$ cat src/logic/z80_bus_pkg.sv
package z80_bus_pkg;

   // ********************************************************************
   // Bus widths and filter lengths
   // ********************************************************************
   localparam int ADDR_W     = 22;             // Z80 extended address bus
   localparam int DATA_W     = 8;              // Z80 data bus
   localparam int GPU_ADDR_W = 20;             // GPU RAM address

   localparam logic [2:0] FILTER_MEM  = 3'd0;  // Stable edges for memory and opcode cycles
   localparam logic [2:0] FILTER_PORT = 3'd2;  // Stable edges for IO cycles

   // ********************************************************************
   // Bus cycle types and the registered bus sample
   // ********************************************************************
   typedef enum logic [2:0] {
      cyc_idle   = 3'd0,                       // No accepted cycle
      cyc_opcode = 3'd1,                       // M1 opcode fetch
      cyc_mem_rd = 3'd2,                       // Memory read
      cyc_mem_wr = 3'd3,                       // Memory write
      cyc_io_rd  = 3'd4,                       // Port read
      cyc_io_wr  = 3'd5                        // Port write
   } bus_cycle_e;

   typedef struct packed {
      bus_cycle_e          cycle;              // Filtered cycle type
      logic                start;              // One GPU_CLK at cycle start
      logic [ADDR_W-1:0]   addr;               // Registered address
      logic [DATA_W-1:0]   wdata;              // Registered write data
   } z80_bus_t;

endpackage
$ cat src/logic/bridge_map_pkg.sv
package bridge_map_pkg;

   // ********************************************************************
   // Memory map
   // ********************************************************************
   localparam logic [2:0]  MEM_RANGE      = 3'b010;   // 512 KB window in socket 3
   localparam int          MEM_SIZE_BYTES = 40960;    // Above this the window returns 0xFF
   localparam logic [14:0] BANK_ID_ADDR   = 15'h7FFF; // Top 16 bytes of the window

   localparam logic [7:0] BANK_ID [16] = '{
      8'd9, 8'd3, 8'd71, 8'd80, 8'd85, 8'd32, 8'd69, 8'd80,
      8'd52, 8'd67, 8'd69, 8'd49, 8'd48, 8'd0, 8'd255, 8'd255
   };

   // ********************************************************************
   // IO ports and buffer direction
   // ********************************************************************
   typedef enum logic [7:0] {
      port_kbd_data = 8'd240,                 // Keyboard character
      port_kbd_stat = 8'd241,                 // Keyboard status
      port_snd_ton  = 8'd244,                 // Sound tone
      port_snd_dur  = 8'd245,                 // Sound stop
      port_geo_lo   = 8'd246,                 // Geometry low byte
      port_geo_hi   = 8'd247                  // Geometry high byte
   } io_port_e;

   localparam logic DATA_IN  = 1'b0;          // 245 points toward the FPGA
   localparam logic DATA_OUT = 1'b1;          // 245 points toward the Z80

   typedef struct packed {
      logic                                 wr_ena;  // GPU RAM write strobe
      logic                                 rd_req;  // GPU RAM read request
      logic [z80_bus_pkg::GPU_ADDR_W-1:0]   addr;
      logic [z80_bus_pkg::DATA_W-1:0]       wdata;
   } gpu_req_t;

   typedef struct packed {
      logic                                 valid;   // Answer known for this read
      logic [z80_bus_pkg::DATA_W-1:0]       data;
   } read_resp_t;

   typedef struct packed {
      logic       tx;                         // One cycle per command
      logic [8:0] cmd;                        // Bit 8 high for tone
   } snd_cmd_t;

   typedef struct packed {
      logic       lo_stb;
      logic [7:0] lo;
      logic       hi_stb;
      logic [7:0] hi;
   } geo_wr_t;

endpackage

$ cat src/logic/z80_bridge.sv
`timescale 1ns/10ps
module z80_bridge (
   input  logic                             GPU_CLK,
   input  logic                             reset,
   input  logic                             z80_clk,
   input  logic                             m1_n,
   input  logic                             mreq_n,
   input  logic                             iorq_n,
   input  logic                             rd_n,
   input  logic                             wr_n,
   input  logic [z80_bus_pkg::ADDR_W-1:0]   addr,
   input  logic [z80_bus_pkg::DATA_W-1:0]   wdata,
   input  logic [z80_bus_pkg::DATA_W-1:0]   gpu_rdata,
   input  logic                             gpu_rd_rdy,
   input  logic                             ps2_rdy,
   input  logic [7:0]                       ps2_dat,
   input  logic [7:0]                       ps2_status,
   output bridge_map_pkg::gpu_req_t         gpu_req,
   output bridge_map_pkg::snd_cmd_t         snd,
   output bridge_map_pkg::geo_wr_t          geo,
   output logic [z80_bus_pkg::DATA_W-1:0]   z80_rdata,
   output logic                             rdata_ena,
   output logic                             data_dir,
   output logic                             oe_n
);
   import z80_bus_pkg::*;
   import bridge_map_pkg::*;

   z80_bus_t   bus;                           // Filtered bus sample
   read_resp_t mem_resp;                      // Memory window answer
   read_resp_t port_resp;                     // Keyboard port answer

   z80_bus_filter i_z80_bus_filter (
      .GPU_CLK(GPU_CLK), .reset(reset), .z80_clk(z80_clk), .m1_n(m1_n),
      .mreq_n(mreq_n), .iorq_n(iorq_n), .rd_n(rd_n), .wr_n(wr_n),
      .addr(addr), .wdata(wdata), .bus(bus)
   );

   mem_window i_mem_window (
      .GPU_CLK(GPU_CLK), .reset(reset), .bus(bus), .gpu_rdata(gpu_rdata),
      .gpu_rd_rdy(gpu_rd_rdy), .gpu_req(gpu_req), .mem_resp(mem_resp)
   );

   io_port_regs i_io_port_regs (
      .GPU_CLK(GPU_CLK), .reset(reset), .bus(bus), .ps2_rdy(ps2_rdy),
      .ps2_dat(ps2_dat), .ps2_status(ps2_status), .snd(snd), .geo(geo),
      .port_resp(port_resp)
   );

   read_drive i_read_drive (
      .GPU_CLK(GPU_CLK), .reset(reset), .bus(bus), .mem_resp(mem_resp),
      .port_resp(port_resp), .z80_rdata(z80_rdata), .rdata_ena(rdata_ena),
      .data_dir(data_dir), .oe_n(oe_n)
   );

endmodule

$ cat src/logic/read_drive.sv
`timescale 1ns/10ps
module read_drive (
   input  logic                             GPU_CLK,
   input  logic                             reset,
   input  z80_bus_pkg::z80_bus_t            bus,
   input  bridge_map_pkg::read_resp_t       mem_resp,
   input  bridge_map_pkg::read_resp_t       port_resp,
   output logic [z80_bus_pkg::DATA_W-1:0]   z80_rdata,
   output logic                             rdata_ena,   // Drive z80_rdata onto the bus
   output logic                             data_dir,    // 245 direction
   output logic                             oe_n         // 245 enable
);
   import z80_bus_pkg::*;
   import bridge_map_pkg::*;

   logic              rd_act;                 // Read cycle in progress
   logic              ena_q, dir_q, dir_d;
   logic [DATA_W-1:0] data_q;
   logic [DATA_W+2:0] stg1, stg2;             // {oe_n, dir, ena, data}

   assign rd_act = (bus.cycle == cyc_mem_rd) || (bus.cycle == cyc_io_rd);

   always_ff @(posedge GPU_CLK) begin
      if (reset) begin
         ena_q <= 1'b0;
         dir_q <= DATA_IN;
         dir_d <= DATA_IN;
         stg1  <= {1'b0, DATA_IN, 1'b0, {DATA_W{1'b0}}};
         stg2  <= {1'b0, DATA_IN, 1'b0, {DATA_W{1'b0}}};
      end else begin
         if (!rd_act) begin
            ena_q <= 1'b0;                    // RD released so turn the bus around
            dir_q <= DATA_IN;
         end else if (!ena_q && (mem_resp.valid || port_resp.valid)) begin
            ena_q <= 1'b1;
            dir_q <= DATA_OUT;
         end
         dir_d <= dir_q;
         stg1  <= {dir_q ^ dir_d, dir_q, ena_q, data_q};  // Converter off while turning
         stg2  <= stg1;                                   // Second stage toward slow bus
      end
      if (rd_act && !ena_q) begin             // Capture the first answer only
         data_q <= mem_resp.valid ? mem_resp.data : port_resp.data;
      end
   end

   assign {oe_n, data_dir, rdata_ena, z80_rdata} = stg2;

endmodule

$ cat src/logic/io_port_regs.sv
`timescale 1ns/10ps
module io_port_regs (
   input  logic                             GPU_CLK,
   input  logic                             reset,
   input  z80_bus_pkg::z80_bus_t            bus,
   input  logic                             ps2_rdy,      // Keyboard character ready
   input  logic [7:0]                       ps2_dat,
   input  logic [7:0]                       ps2_status,
   output bridge_map_pkg::snd_cmd_t         snd,
   output bridge_map_pkg::geo_wr_t          geo,
   output bridge_map_pkg::read_resp_t       port_resp
);
   import z80_bus_pkg::*;
   import bridge_map_pkg::*;

   logic [7:0] port;                          // Low address byte selects the port
   logic       wr_go;                         // First cycle of a port write
   logic       rd_char;                       // First cycle of a data port read
   logic       kbd_sel;
   logic [7:0] rdy_sr;                        // ps2_rdy history
   logic [7:0] kbd_char;
   logic [7:0] kbd_stat;                      // Bit 0 is the ready flag

   assign port    = bus.addr[7:0];
   assign wr_go   = bus.start && (bus.cycle == cyc_io_wr);
   assign rd_char = bus.start && (bus.cycle == cyc_io_rd) && (port == port_kbd_data);
   assign kbd_sel = (port == port_kbd_data) || (port == port_kbd_stat);

   // ********************************************************************
   // Write strobes
   // ********************************************************************
   always_ff @(posedge GPU_CLK) begin
      if (reset) begin
         snd.tx     <= 1'b0;
         geo.lo_stb <= 1'b0;
         geo.hi_stb <= 1'b0;
      end else begin
         snd.tx     <= wr_go && ((port == port_snd_ton) || (port == port_snd_dur));
         geo.lo_stb <= wr_go && (port == port_geo_lo);
         geo.hi_stb <= wr_go && (port == port_geo_hi);
      end
      if (wr_go) snd.cmd <= {port == port_snd_ton, bus.wdata};   // Bit 8 low means stop
      if (wr_go && (port == port_geo_lo)) geo.lo <= bus.wdata;
      if (wr_go && (port == port_geo_hi)) geo.hi <= bus.wdata;
   end

   // ********************************************************************
   // Keyboard latch
   // ********************************************************************
   always_ff @(posedge GPU_CLK) begin
      if (reset) begin
         rdy_sr   <= '0;
         kbd_char <= '0;
         kbd_stat <= '0;
      end else begin
         rdy_sr <= {rdy_sr[6:0], ps2_rdy};
         if (rd_char) begin
            kbd_char    <= '0;                // Character consumed
            kbd_stat[0] <= 1'b0;
         end
         if (rdy_sr == 8'b0000_1111) begin    // Ready settled for four cycles
            kbd_char <= ps2_dat;
            kbd_stat <= {ps2_status[5:0], ps2_dat[7], 1'b1};
         end
      end
   end

   always_comb begin
      port_resp.valid = (bus.cycle == cyc_io_rd) && kbd_sel;
      port_resp.data  = (port == port_kbd_data) ? kbd_char : kbd_stat;
   end

   a_snd_pulse: assert property (@(posedge GPU_CLK) disable iff (reset)
      snd.tx |=> !snd.tx);

endmodule

$ cat src/logic/mem_window.sv
`timescale 1ns/10ps
module mem_window (
   input  logic                             GPU_CLK,
   input  logic                             reset,
   input  z80_bus_pkg::z80_bus_t            bus,
   input  logic [z80_bus_pkg::DATA_W-1:0]   gpu_rdata,
   input  logic                             gpu_rd_rdy,   // One cycle when gpu_rdata valid
   output bridge_map_pkg::gpu_req_t         gpu_req,
   output bridge_map_pkg::read_resp_t       mem_resp
);
   import z80_bus_pkg::*;
   import bridge_map_pkg::*;

   logic              in_bank, in_range, in_id;
   logic              is_rd;                      // Memory read in the window
   logic              rd_pend, rd_got;            // RAM answer outstanding or held
   logic              ram_ack;
   logic [DATA_W-1:0] ram_data;

   assign in_bank  = (bus.addr[21:19] == MEM_RANGE);
   assign in_range = in_bank && (bus.addr[18:0] < MEM_SIZE_BYTES);
   assign in_id    = in_bank && (bus.addr[18:4] == BANK_ID_ADDR);
   assign is_rd    = (bus.cycle == cyc_mem_rd) && in_bank;
   assign ram_ack  = (gpu_req.rd_req || rd_pend) && gpu_rd_rdy;

   always_ff @(posedge GPU_CLK) begin
      if (reset) begin
         gpu_req.wr_ena <= 1'b0;
         gpu_req.rd_req <= 1'b0;
         rd_pend        <= 1'b0;
         rd_got         <= 1'b0;
      end else begin
         gpu_req.wr_ena <= bus.start && (bus.cycle == cyc_mem_wr) && in_range;
         gpu_req.rd_req <= bus.start && (bus.cycle == cyc_mem_rd) && in_range;
         if (!is_rd) begin
            rd_pend <= 1'b0;                      // Cycle over so drop the request
            rd_got  <= 1'b0;
         end else if (ram_ack) begin
            rd_pend <= 1'b0;
            rd_got  <= 1'b1;
         end else if (gpu_req.rd_req) begin
            rd_pend <= 1'b1;
         end
      end
      if (bus.start && in_range) begin
         gpu_req.addr  <= bus.addr[GPU_ADDR_W-1:0];
         gpu_req.wdata <= bus.wdata;
      end
      if (ram_ack) ram_data <= gpu_rdata;         // Hold for the rest of the cycle
   end

   always_comb begin
      mem_resp.valid = is_rd && (!in_range || ram_ack || rd_got);
      if (in_range)   mem_resp.data = ram_ack ? gpu_rdata : ram_data;
      else if (in_id) mem_resp.data = BANK_ID[bus.addr[3:0]];  // Bank signature
      else            mem_resp.data = 8'hFF;                   // Unpopulated window
   end

   a_req_pulse: assert property (@(posedge GPU_CLK) disable iff (reset)
      (gpu_req.wr_ena || gpu_req.rd_req) |=> !(gpu_req.wr_ena || gpu_req.rd_req));

endmodule

$ cat src/logic/z80_bus_filter.sv
`timescale 1ns/10ps
module z80_bus_filter (
   input  logic                             GPU_CLK,
   input  logic                             reset,
   input  logic                             z80_clk,  // Host bus clock
   input  logic                             m1_n,
   input  logic                             mreq_n,
   input  logic                             iorq_n,
   input  logic                             rd_n,
   input  logic                             wr_n,
   input  logic [z80_bus_pkg::ADDR_W-1:0]   addr,
   input  logic [z80_bus_pkg::DATA_W-1:0]   wdata,
   output z80_bus_pkg::z80_bus_t            bus
);
   import z80_bus_pkg::*;

   logic [2:0]                    clk_sr;                // Pin register then two sync flops
   logic                          m1_n_r, mreq_n_r, iorq_n_r, rd_n_r, wr_n_r;
   logic [ADDR_W-1:0]             addr_r;
   logic [DATA_W-1:0]             wdata_r;
   logic                          zclk;                  // Either Z80_CLK edge
   logic [cyc_io_wr:cyc_opcode]   op;                    // Raw decoded controls
   logic [cyc_io_wr:cyc_opcode]   rel;                   // Strobe released
   logic [cyc_io_wr:cyc_opcode]   hit, hit_d;            // Accepted cycle flags
   logic [2:0]                    fc [cyc_opcode:cyc_io_wr];
   bus_cycle_e                    cyc_nxt;

   function automatic logic [2:0] filter_len(input int c);
      return (c >= cyc_io_rd) ? FILTER_PORT : FILTER_MEM; // Ports filter longer
   endfunction

   assign zclk = clk_sr[2] ^ clk_sr[1];

   always_comb begin
      op[cyc_opcode] = ~m1_n_r &  iorq_n_r & ~mreq_n_r & ~rd_n_r &  wr_n_r;
      op[cyc_mem_rd] =  m1_n_r &  iorq_n_r & ~mreq_n_r & ~rd_n_r &  wr_n_r;
      op[cyc_mem_wr] =  m1_n_r &  iorq_n_r & ~mreq_n_r &  rd_n_r & ~wr_n_r;
      op[cyc_io_rd]  =  m1_n_r & ~iorq_n_r &  mreq_n_r & ~rd_n_r &  wr_n_r;
      op[cyc_io_wr]  =  m1_n_r & ~iorq_n_r &  mreq_n_r &  rd_n_r & ~wr_n_r;
      rel = {wr_n_r, rd_n_r, wr_n_r, rd_n_r, rd_n_r};    // io_wr down to opcode
      cyc_nxt = cyc_idle;
      for (int c = cyc_opcode; c <= cyc_io_wr; c++) begin
         if (hit[c]) cyc_nxt = bus_cycle_e'(c);           // One flag at a time
      end
   end

   // ********************************************************************
   // Pin sampling and stability filters
   // ********************************************************************
   always_ff @(posedge GPU_CLK) begin
      clk_sr   <= {clk_sr[1:0], z80_clk};
      m1_n_r   <= m1_n;
      mreq_n_r <= mreq_n;
      iorq_n_r <= iorq_n;
      rd_n_r   <= rd_n;
      wr_n_r   <= wr_n;
      addr_r   <= addr;
      wdata_r  <= wdata;
   end

   always_ff @(posedge GPU_CLK) begin
      if (reset) begin
         for (int c = cyc_opcode; c <= cyc_io_wr; c++) begin
            fc[c] <= '0;
         end
         hit       <= '0;
         hit_d     <= '0;
         bus.cycle <= cyc_idle;
         bus.start <= 1'b0;
      end else begin
         for (int c = cyc_opcode; c <= cyc_io_wr; c++) begin
            if (rel[c]) begin
               fc[c]  <= '0;                              // Strobe gone so restart
               hit[c] <= 1'b0;
            end else if (zclk && op[c]) begin
               if (fc[c] != filter_len(c)) fc[c] <= fc[c] + 3'd1;
               else                        hit[c] <= 1'b1; // Stable long enough
            end
         end
         hit_d     <= hit;
         bus.cycle <= cyc_nxt;
         bus.start <= |(hit & ~hit_d);                    // Rising edge of any flag
      end
      bus.addr  <= addr_r;                                // Payload follows the flags
      bus.wdata <= wdata_r;
   end

   a_start_pulse: assert property (@(posedge GPU_CLK) disable iff (reset)
      bus.start |=> !bus.start);

endmodule

$ cat config.mk
export PLATFORM = sky130hd
export DESIGN_NAME = z80_bridge
export DESIGN_NICKNAME = d
export VERILOG_FILES = /design/src/logic/z80_bus_pkg.sv /design/src/logic/bridge_map_pkg.sv /design/src/logic/z80_bridge.sv /design/src/logic/read_drive.sv /design/src/logic/io_port_regs.sv /design/src/logic/mem_window.sv /design/src/logic/z80_bus_filter.sv
export SDC_FILE = /design/constraint.sdc
export NUM_CORES = 1
export LEC_CHECK = 0
export BUFFER_PORTS_ARGS = -buffer_cell sky130_fd_sc_hd__buf_2
export CORE_ASPECT_RATIO = 0.6
export CORE_UTILIZATION = 58
export DETAILED_ROUTE_END_ITERATION = 8
export PLACE_DENSITY = 0.83
export SLEW_MARGIN = 20
export SYNTH_ARGS = -nofsm -noshare
export SYNTH_HDL_FRONTEND = slang
export SYNTH_SLANG_ARGS = --single-unit
$ cat constraint.sdc
create_clock -name GPU_CLK -period 2.7 [get_ports GPU_CLK]
set_input_delay 0.27 -clock GPU_CLK [delete_from_list [all_inputs] [get_ports GPU_CLK]]
set_output_delay 0.27 -clock GPU_CLK [all_outputs]
set_load 0.02 [all_outputs]
==> flow_metrics.tcl <==
set metrics [dict create \
    status "finished clean" \
    setup_viol 0 \
    maxCapViolations 0 \
    die_h_um 87.6 \
    maxSlewViolCount 0 \
    tightest_slew_ns 0.753 \
    r2r-start "i_z80_bus_filter.bus[9]" \
    critPathCaptureType "register" \
    synthTopCellsByArea "dfxtp_1 40%, edfxtp_1 32%, nor2b_1 3.0%" \
    finalHoldViolCount 0 \
    crit_chain "inv_1 -> ha_1 -> nor3b_1 -> nand2_1 -> mux2i_1 -> o22ai_1" \
    hold_path_class "input port to register" \
    avgSynthCellArea_um2 13.4 \
    dp_cells 803 \
    critPathMaxFanout 8 \
    synthArstFlopShare_pct 0 \
    drt-pass1-iter-count 5 \
    skew_ns 0.0105 \
    critPathKind "register to register" \
    synthDistinctLibCells 53 \
    antenna_found_initial 0 \
    grt_max_degree 63 \
    clockBufferDepth 3 \
    ys_seq_area_share_pct 72.4 \
    io_buffers 130 \
    insertedDiodeCount 0 \
    avgViaCountPerCell 5.18 \
    hold_start "ps2_status[1]" \
    max_slew_margin_pct 49.1 \
    worstPathRequired_ns 2.91 \
    io_pins 133 \
    numCtsBuffers 19 \
    num_rows 30 \
    core-area_mm2 0.0116 \
    crit_path_start "i_z80_bus_filter.bus[9]" \
    post-synth-top-area-cell "dfxtp_1" \
    fin_util_pct 76.7 \
    synth_top_area_share_pct 40.1 \
    synth_seq_cells 218 \
    drive_above_1_share_pct 25.4 \
    drc 0 \
    final_nets 782 \
    crit_family "simple AND/OR/NAND/NOR gates" \
    cpPeakStageDelay_ns 0.39 \
    synth-compound-area-share_pct 5.32 \
    fin_crit_sh_pct 79.1 \
    cts_sinks 218 \
    fin_tns_setup_ns 0 \
    post_cts_buffers 0 \
    crit_path_top_delay_cell "dfxtp_1" \
    synth_top_family_by_area "simple AND/OR/NAND/NOR gates" \
    yosysMostFrequentCell "dfxtp_1" \
    critPathArrivalTime_ns 2.34 \
    synth_nets 608 \
    dieArea_mm2 0.0127 \
    start_util_pct 61.0 \
    ctsHtreeMaxLevel 1 \
    grt_pass1_vias 4350 \
    grt_use_total_pct 21.9 \
    ant_nets 0 \
    stdcell_count 874 \
    routedWlPerCell_um 15.5 \
    yosysWarnings 0 \
    fin_crit_ns 2.14 \
    dr_total_vias 4524 \
    drt_iter0_markers 313 \
    cts_tree "yes" \
    path_buf_inv 1 \
    fmax_ghz 0.468 \
    gp_congestion 0.843 \
    wirelength_um 13500 \
    clockRootBuffer "clkbuf_16" \
    dp_hpwl_um 8880 \
    p_leak_nw 3.63 \
    synth-simple-area-share_pct 13.3 \
    synth_edf_count 76 \
    netlist_instances 528 \
    overflow 0 \
    clk_pin_slew_ns 0.07 \
    power_density_mw_per_mm2 730 \
    netlist_top_cells_count "142 x dfxtp_1, 76 x edfxtp_1, 39 x nor2_1" \
    fin_area_mm2 0.00889 \
    grt_pass1_wl_um 21100 \
    synth_mux_area_share_pct 2.97 \
    syn2layout_area_growth_pct 25.6 \
    synth_xor_area_share_pct 0.866 \
    ir_drop_mv 0.688 \
    yosys.area_share.adder_pct 2.83 \
    clk_latency_ns 0.47 \
    cp-start-kind "register" \
    die_w_um 145 \
    ys.flop_type "dfxtp_1" \
    dpl-instance-area_mm2 0.00787 \
    fill_cells 676 \
    grt_setup_unrepaired "no" \
    syn-cell-area_mm2 0.00708 \
]
## path summary, 6_finish.rpt
| check | slack [ns] | to | depth (start not counted) |
|---|---|---|---|
| worst max-delay path | 0.56 | i_read_drive.data_q[2] | 6 |
| worst min register to register | 0.33 | i_z80_bus_filter.bus[5] | 0 |
| worst max register to register | 0.56 | i_read_drive.data_q[2] | 6 |
| worst min-delay path | 0.04 | i_io_port_regs.kbd_stat[3] | 3 |
## report_power, final
| group | total, W | internal, W | leakage (nW) | switching, W |
|---|---|---|---|---|
| clock network | 0.00278 | 0.00165 | 0.323 | 0.00113 |
| logic | 0.000199 | 0.000109 | 1.42 | 0.0000898 |
| registers | 0.00352 | 0.00347 | 1.89 | 0.0000511 |
## cell families after synthesis
kind of cell               count (synthesis)
adders and majority gates                 16
DFF                                      218
and+or+nand+nor                          170
AOI/OAI and AO/OA                         57
buffers and inverters                     40
xor gates and xnor gates                   7
muxes                                     20
## area by class of cell
cell class,instances,area [µm²],area share (%)
clock buffers,24,515,5.80
multi-input cells,270,1790,20.1
flip-flops and latches,218,5120,57.6
repair buffers,170,1050,11.8
well taps,160,200,2.25
clock inverters,9,130,1.46
inverters,23,86.3,0.971
## stage by stage
step | hold WS (ns) | setup slack, ns | total power [W]
after CTS | 0.0239 | 0.563 | 0.00653
after floorplan | 0.298 | 0.937 | 0.00366
after global routing | 0.0335 | 0.423 | 0.00670
after global placement | 0.310 | 0.645 | 0.00373
final | 0.0360 | 0.564 | 0.00650
after detailed placement | 0.312 | 0.617 | 0.00374
## timing repair
action,CTS,global route
endpoints found under the hold margin,38,0
gates resized for setup,0,0
hold buffers,38,0
## registers in the layout, summed over array words and instances (netlist names), 10 cells and up
name	cells
i_read_drive.stg2	10
i_mem_window.gpu_req	30
i_z80_bus_filter.bus	34
i_io_port_regs.snd	10
i_read_drive.stg1	10
i_z80_bus_filter.addr_r	22
i_z80_bus_filter.fc	15
i_io_port_regs.geo	18
## tightest hold or removal path: cells and delay by family
family                 cells  cell delay, ns
buffers and inverters      1            0.09
AND/OR/NAND/NOR            1            0.05
AO/OA/AOI/OAI              1            0.05
## layout by cell type (no fill, tap or decap), types with 3 or more instances in the layout
master and n:
a2111oi_0 3, a21oi_1 23, and2_1 6, buf_2 130
bufinv_16 3, clkbuf_16 19, clkinv_2 4, dfxtp_1 142
dlygate4sd3_1 38, edfxtp_1 76, ha_1 16, inv_1 23
mux2_2 8, mux2i_1 12, nand2_1 29, nand2b_1 7
nand3_1 12, nand3b_1 3, nand4_1 6, nor2_1 39
nor2b_1 34, nor3_1 11, o211ai_1 7, o21ai_0 3
o22ai_1 10, xnor2_1 7
## routing by layer
| layer | GRT usage, % | up-vias | part of all wire (%) |
|---|---|---|---|
| met4 | 4.78 | 0 | 1.5 |
| li1 | - | 2191 | - |
| met3 | 4.98 | 23 | 6.7 |
| met5 | 0 | - | 0 |
| met1 | 27.4 | 2133 | 44 |
| met2 | 39.3 | 177 | 48 |
Note: power is estimated with default switching activity, not from simulation.
